<file path="config.mk">
export PLATFORM = sky130hd
export DESIGN_NAME = flag_reg_file
export DESIGN_NICKNAME = d
export VERILOG_FILES = /design/src/alu_pkg.sv /design/src/flag_reg_file.sv
export VERILOG_INCLUDE_DIRS = /design/src
export SDC_FILE = /design/constraint.sdc
export NUM_CORES = 1
export LEC_CHECK = 0
export ABC_AREA = 1
export BUFFER_PORTS_ARGS = -buffer_cell sky130_fd_sc_hd__buf_2
export CORE_MARGIN = 3
export CORE_UTILIZATION = 40
export CTS_CLUSTER_DIAMETER = 50
export CTS_CLUSTER_SIZE = 20
export DETAILED_ROUTE_END_ITERATION = 7
export GPL_ROUTABILITY_DRIVEN = 0
export PLACE_DENSITY_LB_ADDON = 0.1
export REMOVE_ABC_BUFFERS = 1
export SLEW_MARGIN = 20
export SYNTH_ARGS = -nofsm -noshare
export SYNTH_HDL_FRONTEND = slang
export SYNTH_SLANG_ARGS = --single-unit
</file>
<file path="constraint.sdc">
create_clock -name clk_in -period 0.8 [get_ports clk_in]
set_input_delay 0.08 -clock clk_in [delete_from_list [all_inputs] [get_ports clk_in]]
set_output_delay 0.08 -clock clk_in [all_outputs]
set_load 0.03 [all_outputs]
</file>
<file path="src/alu_defs.svh">
`ifndef ALU_DEFS_SVH
`define ALU_DEFS_SVH

// data path width in bits
`define ALU_XLEN 64

// physical register counts for the integer and flag files
`define ALU_NUM_PREGS 32
`define ALU_NUM_FLAG_REGS 8

// number of micro-ops the in-order issue queue can hold
`define ALU_IQ_DEPTH 8

// the reorder buffer size only sets the width of the completion pointer
`define ALU_ROB_ENTRIES 32

`endif

</file>
<file path="src/alu_pkg.sv">
`default_nettype none

`include "alu_defs.svh"

package alu_pkg;

    typedef logic [`ALU_XLEN-1:0] word_t;
    typedef logic [$clog2(`ALU_NUM_PREGS)-1:0] preg_idx_t;
    typedef logic [$clog2(`ALU_NUM_FLAG_REGS)-1:0] flag_idx_t;
    typedef logic [$clog2(`ALU_ROB_ENTRIES)-1:0] rob_ptr_t;

    // bit 0 is N, bit 1 is Z, bit 2 is C and bit 3 is V
    typedef logic [3:0] nzcv_t;

    // for UBFM bits 5:0 hold the low bit position and bits 11:6 the high one
    typedef logic [15:0] imm_t;

    // halfword slot used by MOVZ and MOVK
    typedef logic [1:0] hw_t;

    typedef enum logic [3:0] {
        op_add,
        op_sub,
        op_and,
        op_orr,
        op_eor,
        op_mvn,
        op_ubfm,
        op_asr,
        op_movz,
        op_movk
    } alu_op_e;

    typedef enum logic [1:0] {
        iq_empty,
        iq_stall,
        iq_issue
    } iq_state_e;

endpackage

`default_nettype wire

</file>
<file path="src/flag_reg_file.sv">
`timescale 1ns/1ps
`include "alu_defs.svh"
`default_nettype none

module flag_reg_file import alu_pkg::*; (
    input  logic      clk_in,
    input  logic      rst,
    input  flag_idx_t rd_idx,
    output nzcv_t     rd_data,
    input  logic      wr_en,
    input  flag_idx_t wr_idx,
    input  nzcv_t     wr_data
);
    nzcv_t flags [`ALU_NUM_FLAG_REGS];

    assign rd_data = flags[rd_idx];

    always_ff @(posedge clk_in) begin
        if (rst) begin
            flags <= '{default: '0};
        end else if (wr_en) begin
            flags[wr_idx] <= wr_data;
        end
    end

endmodule

`default_nettype wire

</file>
Word level (Yosys, flattened, before mapping)
Index checks and enable logic that the tools add are counted.
{ "totals": {"register_bits": 32, "input_bits": 13, "out_inout_bits": 4} }
{ "classes": {"reduce_logical": 1, "bitwise": 2, "mux": 6, "magnitude_cmp": 3} }
{ "op_table": {"columns": ["operator", "count"], "rows": [
  ["$bwmux W32", 1],
  ["$bmux W4 S3", 1],
  ["$demux W4 S3", 1],
  ["$mux W4", 3],
  ["$ge A4 B4 Y1 const B", 2],
  ["$not A3 Y4", 2],
  ["$lt A4 B1 Y1 const B", 1],
  ["$logic_and A1 B1 Y1", 1]
]} }

Longest topological paths before layout
{ "logic_depth": {"depth_word": 6, "mapped_depth": 8, "depth_no_buf": 6} }

Worst setup path before layout
OpenSTA, ideal clock, no wires.
{ "synth_path": {"path_type": "input port to output port", "startpoint": "input rd_idx[0]", "endpoint": "output rd_data[1]", "setup_slack_ns": -0.062, "required_time_ns": 0.720, "path_buffers": 2, "stages": 7, "arrival_ns": 0.782, "path_cell_list": "buf_6 > buf_4 > nand2_1 > nand3_1 > nand2_1 > nand2_1 > nand2_1"} }
{ "synth_between": {"elab_chain_cells": 4} }
{ "synth_rtl": {"columns": ["item", "line_no", "text"], "rows": [
  ["from (decl)", "flag_reg_file.sv:8", "input flag_idx_t rd_idx,"],
  ["$not A3 Y4 (implied by the code)", "flag_reg_file.sv:16", "assign rd_data = flags[rd_idx];"],
  ["$bmux W4 S3", "flag_reg_file.sv:16", null],
  ["$mux W4 (implied by the code) (2 in series)", "flag_reg_file.sv:16", null],
  ["to (decl)", "flag_reg_file.sv:9", "output nzcv_t rd_data,"]
]} }
Every way passes these cells. The select of a mux whose other input is x is not followed.

Final worst setup path
{ "layout_path": {"startpoint": "register flags[25] in the netlist's numbering", "endpoint": "output rd_data[1]"} }
{ "layout_between": {"elab_chain_cells": 3} }
{ "layout_rtl": {"columns": ["item", "line_no", "text"], "rows": [
  ["from (decl)", "flag_reg_file.sv:14", "nzcv_t flags [`ALU_NUM_FLAG_REGS];"],
  ["from (signal, indexed assignment)", "flag_reg_file.sv:22", "flags[wr_idx] <= wr_data;"],
  ["$bmux W4 S3", "flag_reg_file.sv:16", null],
  ["$mux W4 (implied by the code) (2 in series)", "flag_reg_file.sv:16", null]
]} }
Every way passes these cells. The select of a mux whose other input is x is not followed.

==> metrics.log <==
INFO  metric run_status = finished with violations
INFO  metric failed_checks = negative setup slack
INFO  metric post_synth_fa_ha_maj_area_fraction = 0
INFO  metric critical_path.top_delay_family = simple AND/OR/NAND/NOR gates
INFO  metric synthSimpleGateAreaFrac = 0.356
INFO  metric ys_seq_elements = 32
INFO  metric synth-compound-area-share = 0.0998
INFO  metric yosys.area_share.xor_xnor = 0
INFO  metric achievable-frequency = 828 MHz
INFO  metric worst_skew_pair.late_latency = 0.28 ns
INFO  metric num_vias = 1543
INFO  metric fin_ws = -0.407 ns
INFO  metric insertedDiodeCount = 0
INFO  metric top_register = flags
INFO  metric cts.repair_timing.setup_buffer_count = 0
INFO  metric crit_chain = inv_2 > nand2_1 > nand3_1 > nand2_1 > nand2_1 > nand2_1 > buf_6
INFO  metric reg2regPathDepth = 3
INFO  metric overflow = 0
INFO  metric critical_path.max_fanout = 2
INFO  metric required = 0.72 ns
INFO  metric p_leak = 0.924 nW
INFO  metric crit_path_start = flags[25]
INFO  metric gate_count_of_the_mapped_netlist = 266
INFO  metric finish.net_count = 302
INFO  metric ir_worst_vdd = 953 uV
INFO  metric fp-row-count = 22
INFO  metric clock_skew = 0 ns
INFO  metric grtUsageTotal = 0.177
INFO  metric critPathMaxStageDelay = 0.33 ns
INFO  metric root_buffer = clkbuf_8
INFO  metric critical_path_capture_point_type = output port
INFO  metric initial_utilization = 0.425
INFO  metric main_combinational_cell_family_by_area_after_synthesis = simple AND/OR/NAND/NOR gates
INFO  metric worst_setup_hold_path_clk_slew = 0.06 ns
INFO  metric wirelength = 3.87 mm
INFO  metric die_h = 69.3 microns
INFO  metric hold_path_class = input port to register
INFO  metric reg2reg_slack = 0.13 ns
INFO  metric cts_buffer_depth = 2
INFO  metric die_width = 69.3 microns
INFO  metric fin_cells = 335
INFO  metric reg2reg_from = flags[27]
INFO  metric power_density = 1730 nW/um^2
INFO  metric drt_pre_antenna_iters = 4
INFO  metric place.detailed.instances = 330
INFO  metric endpoint_of_the_worst_register_to_register_path = flags[27]
INFO  metric largest_registers = flags: 32 flops
INFO  metric post-route-util = 0.511
INFO  metric detail_route.vias_per_cell = 4.61
INFO  metric route.antenna.remaining_nets = 0
INFO  metric number_of_flip_flops_in_the_largest_register = 32
INFO  metric drt-initial-drc-count = 112
INFO  metric cell_with_the_largest_stage_delay_on_the_worst_path = dfxtp_2
INFO  metric hold_ws = 0.166 ns
INFO  metric timing.max_cap.violations = 0
INFO  metric mappedNetlistArea = 1600 sq um
INFO  metric grt_max_degree = 33
INFO  metric detail_route.wl_per_cell = 11.5 microns
INFO  metric tritoncts_num_sinks = 32
INFO  metric drc = 0
INFO  metric fillers = 429
INFO  metric synth_sequential_area_ratio = 0.399
INFO  metric yosysWarnings = 0
INFO  metric slew_viol_final = 0
INFO  metric post_synth_mux_area_share = 0
INFO  metric cp.buffers_inverters = 2
INFO  metric synth.distinct_cells = 13
INFO  metric setup_violations = 4
INFO  metric path_depth = 7
INFO  metric worst_path_most_repeated_cell = nand2_1
INFO  metric core_area = 3770 sq um
INFO  metric grt_antenna_before_repair = 0
INFO  metric layout-drive-gt1-share = 0.275
INFO  metric min_period_over_period = 1.51
INFO  metric detailed_place_hpwl = 2.85 mm
INFO  metric grt_setup_unrepaired = yes
INFO  metric tritoncts_clock_tree = yes
INFO  metric grt_first_pass_wirelength = 6.75 mm
INFO  metric syn2layout_area_growth = 20.2%
INFO  metric timing.setup.critical_path_class = register to output port
INFO  metric worst_ep_arrival = 1.13 ns
INFO  metric layout.cells.most_common = nor2_1
INFO  metric vias_in_the_first_global_route = 1465
INFO  metric io_pins = 17
INFO  metric final-hold-violation-count = 0
INFO  metric most-common-layout-cells = 68 x nor2_1, 55 x nand2_1, 32 x o21ai_0
INFO  metric syn_area_per_cell = 6.03 sq um
INFO  metric port_buffers = 16
INFO  metric design.die.area = 4810 sq um
INFO  metric cts-htree-levels = 2
INFO  metric layout_min_cycle_time = 1.21 ns
INFO  metric cp-endpoint = rd_data[1]
INFO  metric slew-limit-headroom = 0.780
INFO  metric transition_time_of_the_tightest_slew_check_pin = 0.330 ns
INFO  metric cts_made_buffers = 5
INFO  metric worst_setup_path_start_kind = register
-- per-stage QoR --
step           area, sq um  worst slack [ns]  power, mW  TNS [ns]
6_report              1930            -0.407       3.33     -1.53
3_3_place_gp          1780            -0.288       2.21     -3.45
4_1_cts               1900            -0.395       3.37     -1.57
2_1_floorplan         1560           -0.0337       2.01    -0.135
5_1_grt               1930            -0.473       3.51     -1.85
3_5_place_dp          1780            -0.280       2.21     -3.39
-- synthesized netlist by cell type --
cell / instances / area share
nor2_2: 1 / 0.0039
inv_1: 45 / 0.11
clkinv_1: 3 / 0.0070
dfxtp_1: 32 / 0.40
o21ai_0: 32 / 0.10
buf_4: 1 / 0.0047
buf_6: 2 / 0.014
clkbuf_1: 3 / 0.0070
nor2_1: 68 / 0.16
nand2_1: 61 / 0.14
buf_2: 1 / 0.0031
inv_4: 1 / 0.0039
nand3_1: 16 / 0.050
-- where the power goes --
group | switching, mW | internal [mW]
logic | 0.333 | 0.207
registers | 0.0309 | 1.66
clock network | 0.539 | 0.559
-- cell type report --
class	count	area, sq um	area share
clock buffer	5	68.8	0.0357
sequential	32	674	0.350
multi-input combinational	178	756	0.392
timing repair buffer	23	183	0.0947
inverter	49	186	0.0967
tap	48	60.1	0.0311
-- worst min path at each step --
stage                     startpoint       end  slack [ns]  cells after the start
after floorplan           wr_data[0]  flags[0]        0.21                      2
after global placement    wr_data[2]  flags[2]        0.45                      3
after detailed placement  wr_data[2]  flags[2]        0.45                      3
after CTS                 wr_data[3]  flags[3]        0.15                      3
after global routing      wr_data[3]  flags[3]        0.18                      3
final                     wr_data[2]  flags[2]        0.17                      3
-- cells by family (layout without fill, tap and decap cells) --
family                 Yosys count  after routing
AOI/OAI and AO/OA               32             32
and+or+nand+nor                146            146
buffers and inverters           56             77
DFF                             32             32
-- worst reg2reg max path: stages (launching register included) --
cell	delay, ns
dfxtp_2	0.32
buf_4	0.12
nor2_1	0.09
nor2_1	0.05
-- layer usage --
| layer | vias to the layer above | global-route usage | wire, microns |
|---|---|---|---|
| met1 | 667 | 0.251 | 2030 |
| met2 | 31 | 0.257 | 1610 |
| met5 | - | 0 | 0 |
| li1 | 839 | - | - |
| met4 | 0 | 0.0781 | 65 |
| met3 | 6 | 0.0362 | 169 |
-- repair_timing --
action,4_1_cts,5_1_grt
pin swaps,16,14
hold buffers,0,0
resized for setup,37,20
endpoints found under the setup margin,4,4
(Power assumes the default switching activity.)
