==> src/alu_defs.svh <==
`ifndef ALU_DEFS_SVH
`define ALU_DEFS_SVH

// data path width in bits
`define ALU_XLEN 64

// physical register counts for the integer and flag files
`define ALU_NUM_PREGS 32
`define ALU_NUM_FLAG_REGS 8

// number of micro-ops the in-order issue queue can hold
`define ALU_IQ_DEPTH 8

// the reorder buffer size only sets the width of the completion pointer
`define ALU_ROB_ENTRIES 32

`endif

==> src/alu_pkg.sv <==
`default_nettype none

`include "alu_defs.svh"

package alu_pkg;

    typedef logic [`ALU_XLEN-1:0] word_t;
    typedef logic [$clog2(`ALU_NUM_PREGS)-1:0] preg_idx_t;
    typedef logic [$clog2(`ALU_NUM_FLAG_REGS)-1:0] flag_idx_t;
    typedef logic [$clog2(`ALU_ROB_ENTRIES)-1:0] rob_ptr_t;

    // bit 0 is N, bit 1 is Z, bit 2 is C and bit 3 is V
    typedef logic [3:0] nzcv_t;

    // for UBFM bits 5:0 hold the low bit position and bits 11:6 the high one
    typedef logic [15:0] imm_t;

    // halfword slot used by MOVZ and MOVK
    typedef logic [1:0] hw_t;

    typedef enum logic [3:0] {
        op_add,
        op_sub,
        op_and,
        op_orr,
        op_eor,
        op_mvn,
        op_ubfm,
        op_asr,
        op_movz,
        op_movk
    } alu_op_e;

    typedef enum logic [1:0] {
        iq_empty,
        iq_stall,
        iq_issue
    } iq_state_e;

endpackage

`default_nettype wire

==> src/alu_issue_queue.sv <==
`timescale 1ns/1ps
`include "alu_defs.svh"
`default_nettype none

module alu_issue_queue import alu_pkg::*; (
    input  logic      clk_in,
    input  logic      rst,
    input  logic      disp_valid,
    input  alu_op_e   disp_op,
    input  logic      disp_imm_sel,
    input  imm_t      disp_imm,
    input  hw_t       disp_hw,
    input  logic      disp_set_nzcv,
    input  preg_idx_t disp_src1,
    input  preg_idx_t disp_src2,
    input  preg_idx_t disp_old_dest,
    input  preg_idx_t disp_dest,
    input  flag_idx_t disp_flag_src,
    input  flag_idx_t disp_flag_dest,
    input  rob_ptr_t  disp_rob_ptr,
    output logic      disp_ready,
    input  logic      wb_valid,
    input  preg_idx_t wb_dest,
    input  flag_idx_t wb_flag_dest,
    input  logic      wb_flag_en,
    output logic      iss_valid,
    output alu_op_e   iss_op,
    output logic      iss_imm_sel,
    output imm_t      iss_imm,
    output hw_t       iss_hw,
    output logic      iss_set_nzcv,
    output preg_idx_t iss_src1,
    output preg_idx_t iss_src2,
    output preg_idx_t iss_old_dest,
    output preg_idx_t iss_dest,
    output flag_idx_t iss_flag_src,
    output flag_idx_t iss_flag_dest,
    output rob_ptr_t  iss_rob_ptr
);
    localparam int unsigned iq_depth = `ALU_IQ_DEPTH;
    localparam int unsigned ptr_w = $clog2(iq_depth);

    alu_op_e   q_op        [iq_depth];
    logic      q_imm_sel   [iq_depth];
    imm_t      q_imm       [iq_depth];
    hw_t       q_hw        [iq_depth];
    logic      q_set_nzcv  [iq_depth];
    preg_idx_t q_src1      [iq_depth];
    preg_idx_t q_src2      [iq_depth];
    preg_idx_t q_old_dest  [iq_depth];
    preg_idx_t q_dest      [iq_depth];
    flag_idx_t q_flag_src  [iq_depth];
    flag_idx_t q_flag_dest [iq_depth];
    rob_ptr_t  q_rob_ptr   [iq_depth];

    logic [ptr_w-1:0] head_ptr;
    logic [ptr_w-1:0] tail_ptr;
    logic [ptr_w:0]   count;
    logic             push;
    logic             pop;
    logic [2:0]       src_hit;
    logic             flag_hit;
    iq_state_e        head_state;

    assign disp_ready = (count != (ptr_w + 1)'(iq_depth));
    assign push = disp_valid && disp_ready;

    // a source is busy while its producer sits in the issue or writeback register
    always_comb begin
        src_hit[0] = (iss_valid && iss_dest == q_src1[head_ptr])
                  || (wb_valid && wb_dest == q_src1[head_ptr]);
        src_hit[1] = !q_imm_sel[head_ptr]
                  && ((iss_valid && iss_dest == q_src2[head_ptr])
                  || (wb_valid && wb_dest == q_src2[head_ptr]));
        src_hit[2] = (q_op[head_ptr] == op_ubfm || q_op[head_ptr] == op_movk)
                  && ((iss_valid && iss_dest == q_old_dest[head_ptr])
                  || (wb_valid && wb_dest == q_old_dest[head_ptr]));
        flag_hit = (iss_valid && iss_set_nzcv && iss_flag_dest == q_flag_src[head_ptr])
                || (wb_flag_en && wb_flag_dest == q_flag_src[head_ptr]);
    end

    always_comb begin
        if (count == '0) begin
            head_state = iq_empty;
        end else if (|src_hit || flag_hit) begin
            head_state = iq_stall;
        end else begin
            head_state = iq_issue;
        end
    end

    assign pop = (head_state == iq_issue);

    always_ff @(posedge clk_in) begin
        if (push) begin
            q_op[tail_ptr]        <= disp_op;
            q_imm_sel[tail_ptr]   <= disp_imm_sel;
            q_imm[tail_ptr]       <= disp_imm;
            q_hw[tail_ptr]        <= disp_hw;
            q_set_nzcv[tail_ptr]  <= disp_set_nzcv;
            q_src1[tail_ptr]      <= disp_src1;
            q_src2[tail_ptr]      <= disp_src2;
            q_old_dest[tail_ptr]  <= disp_old_dest;
            q_dest[tail_ptr]      <= disp_dest;
            q_flag_src[tail_ptr]  <= disp_flag_src;
            q_flag_dest[tail_ptr] <= disp_flag_dest;
            q_rob_ptr[tail_ptr]   <= disp_rob_ptr;
        end
    end

    always_ff @(posedge clk_in) begin
        if (rst) begin
            head_ptr  <= '0;
            tail_ptr  <= '0;
            count     <= '0;
            iss_valid <= 1'b0;
        end else begin
            if (push) begin
                tail_ptr <= (tail_ptr == ptr_w'(iq_depth - 1)) ? '0 : tail_ptr + 1'b1;
            end
            if (pop) begin
                head_ptr <= (head_ptr == ptr_w'(iq_depth - 1)) ? '0 : head_ptr + 1'b1;
            end
            case ({push, pop})
                2'b10:   count <= count + 1'b1;
                2'b01:   count <= count - 1'b1;
                default: count <= count;
            endcase
            iss_valid <= pop;
        end
    end

    // the issue register only needs a fresh payload when the head leaves
    always_ff @(posedge clk_in) begin
        if (pop) begin
            iss_op        <= q_op[head_ptr];
            iss_imm_sel   <= q_imm_sel[head_ptr];
            iss_imm       <= q_imm[head_ptr];
            iss_hw        <= q_hw[head_ptr];
            iss_set_nzcv  <= q_set_nzcv[head_ptr];
            iss_src1      <= q_src1[head_ptr];
            iss_src2      <= q_src2[head_ptr];
            iss_old_dest  <= q_old_dest[head_ptr];
            iss_dest      <= q_dest[head_ptr];
            iss_flag_src  <= q_flag_src[head_ptr];
            iss_flag_dest <= q_flag_dest[head_ptr];
            iss_rob_ptr   <= q_rob_ptr[head_ptr];
        end
    end

endmodule

`default_nettype wire

==> config.mk <==
export PLATFORM = sky130hd
export DESIGN_NAME = alu_issue_queue
export DESIGN_NICKNAME = d
export VERILOG_FILES = /design/src/alu_pkg.sv /design/src/alu_issue_queue.sv
export VERILOG_INCLUDE_DIRS = /design/src
export SDC_FILE = /design/constraint.sdc
export NUM_CORES = 1
export LEC_CHECK = 0
export BUFFER_PORTS_ARGS = -buffer_cell sky130_fd_sc_hd__buf_2
export CELL_PAD_IN_SITES_DETAIL_PLACEMENT = 1
export CELL_PAD_IN_SITES_GLOBAL_PLACEMENT = 1
export CORE_MARGIN = 4
export CORE_UTILIZATION = 39
export DETAILED_ROUTE_END_ITERATION = 10
export GPL_ROUTABILITY_DRIVEN = 0
export PLACE_DENSITY = 0.6
export SLEW_MARGIN = 20
export SYNTH_ARGS = -nofsm -noshare
export SYNTH_HDL_FRONTEND = slang
export SYNTH_SLANG_ARGS = --single-unit
==> constraint.sdc <==
create_clock -name clk_in -period 7.1 [get_ports clk_in]
set_input_delay 0.355 -clock clk_in [delete_from_list [all_inputs] [get_ports clk_in]]
set_output_delay 0.355 -clock clk_in [all_outputs]
set_load 0.02 [all_outputs]
# [After elaboration in Yosys (flattened, before gate mapping)]
# Memories as Yosys holds them, arrays and structs flattened. A register that Yosys moved wholly into a read port is not among the register bits.
# Index checks and enable logic that the tools add are counted.
[totals] register_bits=34 ramBits=440 in_bits=68 output_inout_bits=57 word_cells=83 memories=12
[mem_list] memory="q_imm" words=8 width=16 rd=1 rd_clocked_by_memory_dff=1 write_ports=1 line_no="alu_issue_queue.sv:45" rtl="imm_t q_imm [iq_depth];"
[mem_list] memory="q_dest" words=8 width=5 rd=1 rd_clocked_by_memory_dff=1 write_ports=1 line_no="alu_issue_queue.sv:51" rtl="preg_idx_t q_dest [iq_depth];"
[mem_list] memory="q_old_dest" words=8 width=5 rd=1 rd_clocked_by_memory_dff=1 write_ports=1 line_no="alu_issue_queue.sv:50" rtl="preg_idx_t q_old_dest [iq_depth];"
[mem_list] memory="q_rob_ptr" words=8 width=5 rd=1 rd_clocked_by_memory_dff=1 write_ports=1 line_no="alu_issue_queue.sv:54" rtl="rob_ptr_t q_rob_ptr [iq_depth];"
[mem_list] memory="q_src1" words=8 width=5 rd=1 rd_clocked_by_memory_dff=1 write_ports=1 line_no="alu_issue_queue.sv:48" rtl="preg_idx_t q_src1 [iq_depth];"
[mem_list] memory="q_src2" words=8 width=5 rd=1 rd_clocked_by_memory_dff=1 write_ports=1 line_no="alu_issue_queue.sv:49" rtl="preg_idx_t q_src2 [iq_depth];"
[mem_list] memory="6 more memories"
[classes] addsub=4 eq_ne=16 mux=19 n_reduce_logical=22
[op_table] cell="$mux W3" n=14
[op_table] cell="$eq A5 B5 Y1" n=6
[op_table] cell="$logic_and A1 B1 Y1" n=12
[op_table] cell="$pmux W4 S2" n=1
[op_table] cell="$add A3 B1 Y3 const B" n=2
[op_table] cell="$eq A3 B3 Y1" n=2
[op_table] cell="$eq A3 B3 Y1 const B" n=2
[op_table] cell="$logic_or A1 B1 Y1" n=6
[op_table] cell="$add A4 B1 Y4 const B" n=1
[op_table] cell="$eq A2 B2 Y1 const B" n=2
[op_table] cell="$eq A4 B3 Y1 const B" n=1
[op_table] cell="$eq A4 B4 Y1 const B" n=1
[op_table] cell="$logic_not A4 Y1" n=1
[op_table] cell="$mux W2" n=2
[op_table] cell="$ne A4 B4 Y1 const B" n=1
[op_table] cell="$sub A4 B1 Y4 const B" n=1
[op_table] cell="$reduce_or A3 Y1" n=1
[op_table] cell="$eq A2 B1 Y1 const B" n=1
[op_table] cell="$mux W1" n=2
[op_table] cell="$reduce_bool A2 Y1" n=1
[op_table] cell="$logic_not A1 Y1" n=1

# [Depth between registers and ports, before layout]
[depth] ltp_word=11 depth_mapped=18 mapped_depth_nobuf=14

# [Worst setup path after synthesis]
# No wires, ideal clock.
[synth_path] path_type="register to register" start="register count[1]" end="memory q_dest[0][0] (netlist bit), enable pin" setup_time_ps=605 t_arrival_ps=6321 required_time_ps=6495 path_slack_ps=174 path_stages_with_launch=6 n_path_buf=1 period_less_slack_ps=6926 path_cell_list="dfxtp_1 -> clkbuf_1 -> nor3_1 -> nand2_1 -> nand2_1 -> nor4_1"
[synth_via] elab_chain_len=4
[synth_lines] element="from (decl)" line_no="alu_issue_queue.sv:58" rtl="logic [ptr_w:0] count;"
[synth_lines] element="from (signal assigned)" line_no="alu_issue_queue.sv:125" rtl="2'b10: count <= count + 1'b1;"
[synth_lines] element="from (signal assigned)" line_no="alu_issue_queue.sv:126" rtl="2'b01: count <= count - 1'b1;"
[synth_lines] element="from (signal assigned)" line_no="alu_issue_queue.sv:127" rtl="default: count <= count;"
[synth_lines] element="$ne A4 B4 Y1" line_no="alu_issue_queue.sv:65" rtl="assign disp_ready = (count != (ptr_w + 1)'(iq_depth));"
[synth_lines] element="named net disp_ready" line_no="alu_issue_queue.sv:21" rtl="output logic disp_ready,"
[synth_lines] element="$logic_and A1 B1 Y1" line_no="alu_issue_queue.sv:66" rtl="assign push = disp_valid && disp_ready;"
[synth_lines] element="$mux W1" line_no="alu_issue_queue.sv:95" rtl="if (push) begin"
[synth_lines] element="$mux W1 (not written as such)" line_no="alu_issue_queue.sv:104" rtl="q_dest[tail_ptr] <= disp_dest;"
[synth_lines] element="to (decl)" line_no="alu_issue_queue.sv:51"
# The timed path passes the listed nets, and every way through them passes these cells.

==> out/qor.txt <==
outcome -> completed
Final period util -> 65.2%
synthesized-area fraction occupied by ao, oa, aoi and oai cells -> 1.73%
first-pass iteration count of the detailed router -> 4
proportion of synthesized chip area in sequential cells -> 77.4%
number of nets with antenna violations after routing -> 0
CTS H-tree depth -> 2
EDFF count, synth -> 495
fin. max-slew vios -> 0
die height -> 232 um
Bufs on Longest Clock Path -> 3
number of gates resized after CTS -> 0
detail-routed net length per standard cell -> 24.2 um
count of cell instances traversed by the critical path -> 16
required time of the critical path -> 7.61 ns
setup repair after global routing missed its margin -> no
sinks on the clock net -> 509
most used routing layer in global routing -> met2
mux share of post-synthesis cell area -> 15.2%
Syn Nets -> 979
critical path, cell by cell -> buf_4 -> mux2i_1 -> a22oi_4 -> and3_1 -> o2111ai_1 -> nor4_1 -> a211o_1 -> nor4_4 -> buf_4 -> ha_1 -> nand2_1 -> mux2_2 -> o22ai_1 -> o21ai_0 -> or3_1 -> a21oi_1
dpl hpwl -> 25000 um
number of global-route vias before repair -> 10200
power density relative to cell area -> 375 nW/um2
crit path max fanout -> 48
Post-Syn Area -> 19600 um2
max capacitance violation total -> 0
final standard cell utilization of the core -> 46.2%
met1 Usage GRT -> 22.7%
CP most frequent cell -> sky130_fd_sc_hd__buf_4
insertion delay to the later sink of the worst-skew pair -> 0.60 ns
Tightest Pin Transition -> 1.03 ns
final setup skew -> 0.0196 ns
die area -> 53800 um2
count of final hold-check violations -> 0
DRC violation count after routing -> 0
VDD IR max -> 0.000296 V
top flip-flop cell by instance count after synthesis -> sky130_fd_sc_hd__edfxtp_1
wirelength, routed -> 43300 um
layout cells sized above 1 -> 33.1%
most area-hungry cell type in the Yosys netlist -> sky130_fd_sc_hd__edfxtp_1
grt met2 use -> 26.7%
sum of negative setup slack -> 0 ns
max-slew headroom at the worst pin -> 31.6%
cell type of the slowest stage on the worst timing path -> sky130_fd_sc_hd__dfxtp_4
Layout Area Growth over Synthesis -> 16.4%
max incr delay on CP -> 0.89 ns
worst path arrival time -> 5.14 ns
xor and xnor area share after synthesis -> 1.43%
adder-cell share of the synthesized area -> 0.448%
average instance area after synthesis -> 21.6 um2
leading cell type in the layout, fill and taps excluded -> sky130_fd_sc_hd__edfxtp_1
remaining global-route overflow -> 0
number of buffers inserted by port buffering -> 124
area share of and/or/nand/nor cells after synthesis -> 2.18%
Max Freq -> 0.216 GHz
die outline width -> 232 um
number of antenna violations at the first check in global routing -> 5
Mapped Cells -> 904
largest cells by area after synthesis -> sky130_fd_sc_hd__edfxtp_1, sky130_fd_sc_hd__mux4_2, sky130_fd_sc_hd__mux2i_1
top-area cell type share of the netlist area -> 76.0%
most used cells in the layout excluding fill and tap cells -> sky130_fd_sc_hd__edfxtp_1, sky130_fd_sc_hd__buf_2, sky130_fd_sc_hd__mux4_2
Post-DP Area -> 21000 um2
final-report setup violation count -> 0
total power after layout -> 0.00855 W
post-CTS setup-driven buffer insertion count -> 0
Core ar. -> 49300 um2
via count normalized by instance count -> 5.16
WHS Path Cells -> 1
initial drt markers -> 661
dominant combinational cell family by area after synthesis -> multiplexers
post-CTS clock slew at the launch and capture registers of the worst setup and hold paths -> 0.06 ns
number of distinct standard cells referenced by the synthesized netlist -> 50
met3 demand-to-capacity share in global routing -> 3.12%
critical path launch point type -> flop
depth of the worst register-to-register path -> 16
net count of the finished layout -> 1156
critical path buffer and inverter count -> 2
Clock Root Buffer -> sky130_fd_sc_hd__clkbuf_16
starting density of the core -> 39.7%
category of cells accounting for the largest share of critical-path delay -> compound AO/OA/AOI/OAI gates
number of rows created at floorplan -> 81
Yosys warning count -> 0
classification of the worst setup path -> flop to flop
CTS tree -> built
global-route wire length before repair -> 65600 um
Leakage Power -> 7.36 nW
register bit count reported by yosys -> 509
kind of path behind the tightest hold check -> input port to flop
clock period minus final worst setup slack -> 4.63 ns
post-route design area -> 22800 um2
Total Routing Usage GR -> 16.3%
routed vias -> 9222
I/O pins -> 125
clock buffer count from CTS -> 53
maximum number of pins on one net before global-route repair -> 67
FFs w/ async S/R, synth -> 0%
endpoint class of the critical path -> flop
layout make-up:
class / count / area, um2
fillers: 4604 / 26500
flip-flops and latches: 509 / 15200
multi-input cells: 340 / 4170
clock buffers: 74 / 1480
repair buffers: 159 / 948
well taps: 664 / 831
clock inverters: 19 / 123
inverters: 18 / 67.6
diodes: 3 / 7.51
final timing paths:
| path | startpoint | endpoint | slack [ns] |
|---|---|---|---|
| worst min register to register | count[3] | count[3] | 0.52 |
| worst max register to register | flop | count[3] | 2.47 |
| worst min-delay path | disp_imm[14] | q_imm[6][14] | 0.04 |
| worst max-delay path | flop | count[3] | 2.47 |
registers in the layout, summed over array words and instances (netlist names), 8 cells and up, named ones only:
name / flops
q_flag_src: 24
q_imm: 128
q_flag_dest: 24
q_old_dest: 40
q_rob_ptr: 40
q_src1: 40
iss_imm: 16
q_src2: 40
q_hw: 16
q_op: 32
q_set_nzcv: 8
q_imm_sel: 8
q_dest: 40
where the power goes:
group          internal, W  switching, W  leakage, nW
logic             0.000837       0.00118         1.94
registers          0.00375      0.000227         4.64
clock network      0.00145       0.00111        0.780
through the flow:
step	hold slack (ns)	worst slack (ns)	std cells
after floorplan	0.454	0.174	904
final	0.0403	2.47	1786
after global placement	0.506	2.50	1675
after detailed placement	0.520	2.43	1676
after CTS	0.000691	2.40	1782
after global routing	0.0142	2.18	1784
logic make-up after synthesis:
kind of cell,Yosys count
flops,509
mux,181
simple gates,76
buf+inv,55
compound gates,44
xor+xnor,32
fa+ha+maj,7
cell usage after synthesis (all sizes together), types with 11 or more instances:
cell type,instances
nand2,13
buf,25
mux2i,56
xnor2,17
xor2,15
mux2,37
a22oi,17
edfxtp,495
nor2,11
mux4,88
dfxtp,14
clkbuf,12
inv,18
worst reg2reg max path: cells and delay by family (launching register included):
family	cells	cell delay, ns
buf+inv	2	0.80
flops	1	0.89
fa+ha+maj	1	0.33
simple gates	5	0.95
compound gates	6	1.00
mux	2	0.59
per-layer routing:
layer	routed length, um	part of all wire (%)	vias up
met5	27	0.062	-
li1	-	-	4073
met4	849	2.0	4
met3	2080	4.8	66
met1	19400	45	4888
met2	20900	48	191
what timing repair did:
item / CTS / global route
hold buffers: 13 / 0
endpoints found under the setup margin: 0 / 0
hold endpoints to repair: 85 / 0
No activity file was read; power rests on OpenSTA's default activity.
